<file path="config.mk">
export PLATFORM = sky130hd
export DESIGN_NAME = logMulTop
export DESIGN_NICKNAME = d
export VERILOG_FILES = /design/src/logMulPkg.sv /design/src/logOperandIf.sv /design/src/log2Converter.sv /design/src/antilogUnit.sv /design/src/logMulTop.sv
export SDC_FILE = /design/constraint.sdc
export NUM_CORES = 1
export LEC_CHECK = 0
export ABC_AREA = 1
export BUFFER_PORTS_ARGS = -buffer_cell sky130_fd_sc_hd__buf_2
export CORE_MARGIN = 10
export CORE_UTILIZATION = 35
export CTS_BUF_LIST = sky130_fd_sc_hd__clkbuf_16
export DETAILED_ROUTE_END_ITERATION = 10
export GPL_ROUTABILITY_DRIVEN = 0
export GPL_TIMING_DRIVEN = 0
export HOLD_SLACK_MARGIN = 0.05
export REMOVE_ABC_BUFFERS = 1
export SYNTH_ARGS = -nofsm -noshare
export SYNTH_HDL_FRONTEND = slang
export SYNTH_HIERARCHICAL = 1
export SYNTH_SLANG_ARGS = --single-unit
</file>
<file path="constraint.sdc">
create_clock -name clk -period 2 [get_ports clk]
set_input_delay 0.3 -clock clk [delete_from_list [all_inputs] [get_ports clk]]
set_output_delay 0.3 -clock clk [all_outputs]
set_load 0.1 [all_outputs]
</file>
<file path="src/logMulPkg.sv">
// Log-domain multiplier shared constants
// Operand, log and product widths plus the
// table geometry used by the converters and antilog stage

`default_nettype none

package logMulPkg;

  ////////////////////////////////////////
  // Operand side
  ////////////////////////////////////////

  // Unsigned input operand width
  localparam int operandWidth = 16;

  // Entries in each one-octave table
  localparam int tableDepth = 64;

  // Log value split into integer and fraction
  localparam int logIntWidth  = 4;
  localparam int logFracWidth = $clog2(tableDepth);
  localparam int logWidth     = logIntWidth + logFracWidth;

  ////////////////////////////////////////
  // Antilog side
  ////////////////////////////////////////

  // Sum of two logs, 6.6 fixed point
  localparam int logSumWidth = 12;

  // Table entry is the 23-bit fraction of 1.f
  localparam int mantWidth = 23;

  // Integer product taken from the shifter
  localparam int productWidth = 32;

  // Fraction bits kept below the product
  localparam int shiftFracBits = 8;

endpackage

`default_nettype wire

</file>
<file path="src/logOperandIf.sv">
// Operand log bundle
// Carries one operand's base-2 log and zero flag from
// a converter to the antilog stage

`default_nettype none

interface logOperandIf;
  import logMulPkg::*;

  // One strobe per item
  logic                    valid;
  // Operand was zero, log fields meaningless
  logic                    isZero;
  logic [logIntWidth-1:0]  logInt;
  logic [logFracWidth-1:0] logFrac;

  // Converter side
  modport src (output valid, isZero, logInt, logFrac);

  // Antilog side
  modport dst (input valid, isZero, logInt, logFrac);

endinterface

`default_nettype wire

</file>
<file path="src/log2Converter.sv">
// Base-2 log converter
// Leading-one detection gives the integer part, the six bits below
// the leading one index a 64-entry table of log2(1+m/64) fractions.
// Output registered, one cycle from inValid to logOut.valid

`default_nettype none

module log2Converter (
  input  logic                              clk,
  input  logic                              arstN,
  input  logic                              inValid,
  input  logic [logMulPkg::operandWidth-1:0] operand,
  logOperandIf.src                          logOut
);
  import logMulPkg::*;

  logic [logIntWidth-1:0]  leadPos;
  logic [operandWidth-1:0] normOp;
  logic [logFracWidth-1:0] mant;
  logic [logFracWidth-1:0] fracD;
  logic                    zeroD;

  ////////////////////////////////////////
  // Leading one and mantissa
  ////////////////////////////////////////

  // Highest set bit wins
  always_comb begin
    leadPos = '0;
    for (int i = 0; i < operandWidth; i++) begin
      if (operand[i]) begin
        leadPos = logIntWidth'(i);
      end
    end
  end

  assign zeroD = (operand == '0);

  // Normalize so the leading one sits at the MSB
  // zeros shift in below when fewer than six bits exist
  assign normOp = operand << (logIntWidth'(operandWidth - 1) - leadPos);
  assign mant   = normOp[operandWidth-2 -: logFracWidth];

  ////////////////////////////////////////
  // Log fraction table
  ////////////////////////////////////////

  // round(log2(1 + m/64) * 64)
  always_comb begin
    case (mant)
      6'd0:  fracD = 6'd0;
      6'd1:  fracD = 6'd1;
      6'd2:  fracD = 6'd3;
      6'd3:  fracD = 6'd4;
      6'd4:  fracD = 6'd6;
      6'd5:  fracD = 6'd7;
      6'd6:  fracD = 6'd8;
      6'd7:  fracD = 6'd10;
      6'd8:  fracD = 6'd11;
      6'd9:  fracD = 6'd12;
      6'd10: fracD = 6'd13;
      6'd11: fracD = 6'd15;
      6'd12: fracD = 6'd16;
      6'd13: fracD = 6'd17;
      6'd14: fracD = 6'd18;
      6'd15: fracD = 6'd19;
      6'd16: fracD = 6'd21;
      6'd17: fracD = 6'd22;
      6'd18: fracD = 6'd23;
      6'd19: fracD = 6'd24;
      6'd20: fracD = 6'd25;
      6'd21: fracD = 6'd26;
      6'd22: fracD = 6'd27;
      6'd23: fracD = 6'd28;
      6'd24: fracD = 6'd29;
      6'd25: fracD = 6'd30;
      6'd26: fracD = 6'd31;
      6'd27: fracD = 6'd32;
      6'd28: fracD = 6'd34;
      6'd29: fracD = 6'd35;
      6'd30: fracD = 6'd35;
      6'd31: fracD = 6'd36;
      6'd32: fracD = 6'd37;
      6'd33: fracD = 6'd38;
      6'd34: fracD = 6'd39;
      6'd35: fracD = 6'd40;
      6'd36: fracD = 6'd41;
      6'd37: fracD = 6'd42;
      6'd38: fracD = 6'd43;
      6'd39: fracD = 6'd44;
      6'd40: fracD = 6'd45;
      6'd41: fracD = 6'd46;
      6'd42: fracD = 6'd47;
      6'd43: fracD = 6'd47;
      6'd44: fracD = 6'd48;
      6'd45: fracD = 6'd49;
      6'd46: fracD = 6'd50;
      6'd47: fracD = 6'd51;
      6'd48: fracD = 6'd52;
      6'd49: fracD = 6'd52;
      6'd50: fracD = 6'd53;
      6'd51: fracD = 6'd54;
      6'd52: fracD = 6'd55;
      6'd53: fracD = 6'd56;
      6'd54: fracD = 6'd56;
      6'd55: fracD = 6'd57;
      6'd56: fracD = 6'd58;
      6'd57: fracD = 6'd59;
      6'd58: fracD = 6'd60;
      6'd59: fracD = 6'd60;
      6'd60: fracD = 6'd61;
      6'd61: fracD = 6'd62;
      6'd62: fracD = 6'd63;
      default: fracD = 6'd63;
    endcase
  end

  ////////////////////////////////////////
  // Output register
  ////////////////////////////////////////

  always_ff @(posedge clk or negedge arstN) begin
    if (!arstN) begin
      logOut.valid <= 1'b0;
    end else begin
      logOut.valid <= inValid;
    end
  end

  // Payload, no reset
  always_ff @(posedge clk) begin
    logOut.isZero  <= zeroD;
    logOut.logInt  <= leadPos;
    logOut.logFrac <= fracD;
  end

endmodule

`default_nettype wire

</file>
<file path="src/antilogUnit.sv">
// Fast base-2 antilog of the summed operand logs
// Stage 1 adds the logs, registers shift count, octave table entry
// and merged zero flag. Stage 2 barrel-shifts 1.f and registers
// the 32.8 result. Two cycles from logA.valid to outValid

`default_nettype none

module antilogUnit (
  input  logic                               clk,
  input  logic                               arstN,
  logOperandIf.dst                           logA,
  logOperandIf.dst                           logB,
  output logic                               outValid,
  output logic [logMulPkg::productWidth-1:0] product
);
  import logMulPkg::*;

  logic [logWidth-1:0]                 logAVal;
  logic [logWidth-1:0]                 logBVal;
  logic [logSumWidth-1:0]              logSum;
  logic [mantWidth-1:0]                lutD;

  // Stage 1
  logic                                validQ1;
  logic                                zeroQ1;
  logic [logSumWidth-logFracWidth-1:0] shiftQ1;
  logic [mantWidth-1:0]                lutQ1;

  // Stage 2
  logic [productWidth+mantWidth-1:0]   shifted;
  logic [productWidth+shiftFracBits-1:0] fixedD;
  logic [productWidth+shiftFracBits-1:0] fixedQ2;

  ////////////////////////////////////////
  // Log sum, 6.6 format
  ////////////////////////////////////////

  assign logAVal = {logA.logInt, logA.logFrac};
  assign logBVal = {logB.logInt, logB.logFrac};
  assign logSum  = logSumWidth'(logAVal) + logSumWidth'(logBVal);

  // One octave of (2^(f/64) - 1) * 2^23
  always_comb begin
    case (logSum[logFracWidth-1:0])
      6'd0:  lutD = 23'd0;
      6'd1:  lutD = 23'd91346;
      6'd2:  lutD = 23'd183687;
      6'd3:  lutD = 23'd277033;
      6'd4:  lutD = 23'd371395;
      6'd5:  lutD = 23'd466786;
      6'd6:  lutD = 23'd563215;
      6'd7:  lutD = 23'd660693;
      6'd8:  lutD = 23'd759234;
      6'd9:  lutD = 23'd858847;
      6'd10: lutD = 23'd959546;
      6'd11: lutD = 23'd1061340;
      6'd12: lutD = 23'd1164243;
      6'd13: lutD = 23'd1268267;
      6'd14: lutD = 23'd1373424;
      6'd15: lutD = 23'd1479725;
      6'd16: lutD = 23'd1587184;
      6'd17: lutD = 23'd1695814;
      6'd18: lutD = 23'd1805626;
      6'd19: lutD = 23'd1916634;
      6'd20: lutD = 23'd2028850;
      6'd21: lutD = 23'd2142289;
      6'd22: lutD = 23'd2256963;
      6'd23: lutD = 23'd2372886;
      6'd24: lutD = 23'd2490071;
      6'd25: lutD = 23'd2608532;
      6'd26: lutD = 23'd2728283;
      6'd27: lutD = 23'd2849338;
      6'd28: lutD = 23'd2971711;
      6'd29: lutD = 23'd3095417;
      6'd30: lutD = 23'd3220470;
      6'd31: lutD = 23'd3346884;
      6'd32: lutD = 23'd3474675;
      6'd33: lutD = 23'd3603858;
      6'd34: lutD = 23'd3734447;
      6'd35: lutD = 23'd3866459;
      6'd36: lutD = 23'd3999908;
      6'd37: lutD = 23'd4134810;
      6'd38: lutD = 23'd4271181;
      6'd39: lutD = 23'd4409037;
      6'd40: lutD = 23'd4548394;
      6'd41: lutD = 23'd4689269;
      6'd42: lutD = 23'd4831678;
      6'd43: lutD = 23'd4975637;
      6'd44: lutD = 23'd5121164;
      6'd45: lutD = 23'd5268276;
      6'd46: lutD = 23'd5416990;
      6'd47: lutD = 23'd5567323;
      6'd48: lutD = 23'd5719293;
      6'd49: lutD = 23'd5872918;
      6'd50: lutD = 23'd6028216;
      6'd51: lutD = 23'd6185205;
      6'd52: lutD = 23'd6343903;
      6'd53: lutD = 23'd6504329;
      6'd54: lutD = 23'd6666503;
      6'd55: lutD = 23'd6830442;
      6'd56: lutD = 23'd6996167;
      6'd57: lutD = 23'd7163696;
      6'd58: lutD = 23'd7333050;
      6'd59: lutD = 23'd7504247;
      6'd60: lutD = 23'd7677309;
      6'd61: lutD = 23'd7852255;
      6'd62: lutD = 23'd8029107;
      default: lutD = 23'd8207884;
    endcase
  end

  ////////////////////////////////////////
  // Stage 1 registers
  ////////////////////////////////////////

  always_ff @(posedge clk or negedge arstN) begin
    if (!arstN) begin
      validQ1 <= 1'b0;
    end else begin
      validQ1 <= logA.valid & logB.valid;
    end
  end

  // Integer part of the sum becomes the shift count
  always_ff @(posedge clk) begin
    shiftQ1 <= logSum[logSumWidth-1:logFracWidth];
    lutQ1   <= lutD;
    zeroQ1  <= logA.isZero | logB.isZero;
  end

  ////////////////////////////////////////
  // Stage 2, barrel shifter
  ////////////////////////////////////////

  // Implicit one restored above the table fraction
  // bits beyond the 32-bit product are dropped
  assign shifted = (productWidth + mantWidth)'({1'b1, lutQ1}) << shiftQ1;

  // Keep 32.8 window, zero operand overrides
  assign fixedD = zeroQ1 ? '0 : shifted[productWidth+mantWidth-1 -: productWidth+shiftFracBits];

  always_ff @(posedge clk or negedge arstN) begin
    if (!arstN) begin
      outValid <= 1'b0;
    end else begin
      outValid <= validQ1;
    end
  end

  always_ff @(posedge clk) begin
    fixedQ2 <= fixedD;
  end

  // Integer part only, fraction truncated
  assign product = fixedQ2[productWidth+shiftFracBits-1:shiftFracBits];

endmodule

`default_nettype wire

</file>
<file path="src/logMulTop.sv">
// Log-domain multiplier top
// Two operand log converters feed one antilog unit.
// Fully pipelined, one pair per cycle, 3 cycles inValid to outValid

`default_nettype none

module logMulTop (
  input  logic                               clk,
  input  logic                               arstN,
  input  logic                               inValid,
  input  logic [logMulPkg::operandWidth-1:0] opA,
  input  logic [logMulPkg::operandWidth-1:0] opB,
  output logic                               outValid,
  output logic [logMulPkg::productWidth-1:0] product
);

  // One log bundle per operand
  logOperandIf logAIf ();
  logOperandIf logBIf ();

  ////////////////////////////////////////
  // Operand converters
  ////////////////////////////////////////

  log2Converter log2ConverterA (
    .clk     (clk),
    .arstN   (arstN),
    .inValid (inValid),
    .operand (opA),
    .logOut  (logAIf.src)
  );

  log2Converter log2ConverterB (
    .clk     (clk),
    .arstN   (arstN),
    .inValid (inValid),
    .operand (opB),
    .logOut  (logBIf.src)
  );

  // Log sum and antilog
  antilogUnit antilogUnit (
    .clk      (clk),
    .arstN    (arstN),
    .logA     (logAIf.dst),
    .logB     (logBIf.dst),
    .outValid (outValid),
    .product  (product)
  );

endmodule

`default_nettype wire

</file>
==> impl_metrics.env <==
export IMPL_outcome="complete, but fails checks"
export IMPL_violations="negative setup slack"
export IMPL_critPathMaxFanout=6
export IMPL_fp_row_count=57
export IMPL_wl_um=32300
export IMPL_synth_distinct_cells=38
export IMPL_hold_path_class="primary input to register"
export IMPL_numClockSinks=87
export IMPL_grt_overflow=0
export IMPL_yosysSeqAreaShare_pct=20.2
export IMPL_cp_end_kind="register"
export IMPL_drive_above_1_share_pct=27.4
export IMPL_synth_top_area_share_pct=24.9
export IMPL_ir_drop_v=0.00156
export IMPL_ys_async_sr_fraction_pct=4.60
export IMPL_fmaxAchievable_ghz=0.418
export IMPL_antenna_found_initial=1
export IMPL_setup_slack_ns=-0.395
export IMPL_netlist_area_um2=8740
export IMPL_numCtsBuffers=9
export IMPL_yosysWarnings=6
export IMPL_drtPass1Iterations=7
export IMPL_root_buffer="clkbuf_16"
export IMPL_synth_edf_count=0
export IMPL_final_max_slew_viol_count=0
export IMPL_vias=11015
export IMPL_grt_max_degree=42
export IMPL_worst_slew_pin_slew_ns=0.744
export IMPL_relSlewSlack_pct=50.2
export IMPL_die_h_um=178
export IMPL_coreArea_um2=24500
export IMPL_hpwl_um=19900
export IMPL_routed_via_density=5.61
export IMPL_worstSetupPathType="primary input to register"
export IMPL_insertion_delay_ns=0.35
export IMPL_p_total_mw=20.9
export IMPL_nNetsFinal=1708
export IMPL_grt_use_total_pct=19.6
export IMPL_stdcell_count=1963
export IMPL_grt_pass1_wl_um=51800
export IMPL_critPathRequiredTime_ns=2.29
export IMPL_postSynthCellCount=1502
export IMPL_min_period_over_period_pct=120
export IMPL_start_kind="primary input"
export IMPL_synth_most_common_cell="nand2_1"
export IMPL_drc=0
export IMPL_area_growth_pct=32.1
export IMPL_drtIter0Drc=1134
export IMPL_maxCapViolations=0
export IMPL_syn_area_per_cell_um2=5.82
export IMPL_p_leak_nw=5.69
export IMPL_post_synth_top_area_cell="nand3_1"
export IMPL_die_x_um=178
export IMPL_cts_path_max_buffers=2
export IMPL_worst_clock_skew_ns=0.00875
export IMPL_routedWlPerCell_um=16.5
export IMPL_hold_viol_final=0
export IMPL_synth_seq_cells=87
export IMPL_yosys_top_cells_area="nand3_1 (25%), nand2_1 (23%), dfxtp_1 (19%)"
export IMPL_final_setup_viol_count=20
export IMPL_clkTransAtPathRegs_ns=0.06
export IMPL_cts_tree="yes"
export IMPL_die_area_um2=31700
export IMPL_place_ws_ns=-1.35
export IMPL_h_tree_depth=3
export IMPL_cp_arrival_ns=2.68
export IMPL_synth_flop_cell="dfxtp_1"
export IMPL_synth_common_cells="nand2_1 (528), nand3_1 (435), inv_1 (109), dfxtp_1 (83), nor2_1 (60)"
export IMPL_power_density_nw_per_um2=1810
export IMPL_io_buffers=67
export IMPL_rsz0062_at_grt="true"
export IMPL_grt_pass1_vias=10421
export IMPL_ant_nets=0
export IMPL_fin_crit_ns=2.39
export IMPL_dp_cells=1830
export IMPL_start_util_pct=35.7
export IMPL_ios=68
[repair_timing]
action                                 4_1_cts  5_1_grt
gates resized for setup                    204      102
pin swaps                                   57       51
setup endpoints to repair                   66       57
endpoints found under the hold margin        4        0
buffers inserted                            76       19
gates cloned                                18        2
hold buffers                                 1        0
[worst paths after layout]
path	startpoint	endpoint	slack, ns	depth (start not counted)
worst max register to register	log2ConverterB/logOut.logFrac[0]$_DFF_P_	antilogUnit/lutQ1[8]$_DFF_P_	-0.08	12
max in group asynchronous	arstN	log2ConverterB/logOut.valid$_DFF_PN0_	1.60	2
worst min register to register	antilogUnit/validQ1$_DFF_PN0_	antilogUnit/outValid$_DFF_PN0_	0.36	0
min in group asynchronous	arstN	antilogUnit/outValid$_DFF_PN0_	0.28	2
worst min-delay path	inValid	log2ConverterA/logOut.valid$_DFF_PN0_	0.07	1
worst max-delay path	opA[2]	log2ConverterA/logOut.logFrac[0]$_DFF_P_	-0.39	28
[through the flow]
stage	area (µm²)	util (%)	setup TNS, ns	hold slack [ns]
global placement	9020	36.9	-65.12	0.105
CTS	10900	44.7	-2.26	0.0599
floorplan	8280	-	-13.12	0.00441
global route	11500	47.2	-7.58	0.0658
finish	11500	47.2	-3.63	0.0722
detailed placement	9020	36.9	-65.61	0.108
[power breakdown]
part / internal (mW) / leakage, nW / switching (mW)
Clock: 0.839 / 0.125 / 0.690
Sequential: 2.47 / 0.744 / 0.488
Combinational: 4.59 / 4.82 / 11.8
Total: 7.90 / 5.69 / 13.0
[routing by layer]
| layer | track usage [%] | routed length [µm] |
|---|---|---|
| met2 | 31.6 | 14800 |
| met3 | 4.71 | 3280 |
| met5 | 0 | 0 |
| met1 | 24.3 | 12800 |
| met4 | 8.68 | 1440 |
[logic make-up (layout without fill, tap and decap cells)]
group / Yosys count / in the layout / share of synthesized area [%]
AOI/OAI and AO/OA: 69 / 69 / 4.63
xor gates and xnor gates: 3 / 3 / 0.301
DFF: 87 / 87 / 20.2
adders and majority gates: 40 / 40 / 5.73
other: 0 / 1 / 0
buffers and inverters: 192 / 316 / 10.8
and+or+nand+nor: 1111 / 1123 / 58.4
[registers in the layout, summed over array words and instances, names as in the netlist]
name,count
antilogUnit/fixedQ2,32
antilogUnit/lutQ1,23
antilogUnit/outValid,1
antilogUnit/shiftQ1,5
antilogUnit/validQ1,1
antilogUnit/zeroQ1,1
log2ConverterA/logOut.isZero,1
log2ConverterA/logOut.logFrac,6
log2ConverterA/logOut.logInt,4
log2ConverterA/logOut.valid,1
log2ConverterB/logOut.isZero,1
log2ConverterB/logOut.logFrac,6
log2ConverterB/logOut.logInt,4
log2ConverterB/logOut.valid,1
[critical path: stages]
cell and delay [ns]:
buf_8 0.10, inv_4 0.05, nand2_2 0.04, nand2_1 0.06, nand2_1 0.06, nand2_1 0.06
nand2_1 0.05, nand2_1 0.07, nand2_2 0.06, nand2_1 0.06, nand2_1 0.06, nand2_2 0.07
nand2_4 0.08, nand2_8 0.12, nand2_8 0.11, nand2_4 0.14, nand3_4 0.10, nand3_2 0.12
nand3_4 0.17, buf_12 0.18, ha_4 0.14, inv_2 0.05, nand3_1 0.06, nand2_1 0.08
nand2_2 0.07, nand3_1 0.07, nand3_1 0.07, nand2_1 0.08
[layout by cell type (no fill, tap or decap), drive strengths merged, types with 17 or more instances in the layout]
cell type	netlist	layout
a21oi	23	23
nand2	562	574
buf	57	163
clkinvlp	0	17
ha	40	40
dfxtp	83	83
inv	125	120
nand3	452	452
nor2	66	66
o21ai	26	26
[layout make-up]
type / instances / area (µm²)
Clock inverter: 7 / 48.8
Antenna cell: 1 / 2.50
Inverter: 129 / 566
Clock buffer: 9 / 225
Tap cell: 324 / 405
Timing Repair Buffer: 164 / 1190
Timing Repair inverter: 7 / 56.3
Multi-Input combinational cell: 1235 / 7270
Sequential cell: 87 / 1780
Fill cell: 2483 / 12900
(Power assumes the default switching activity.)
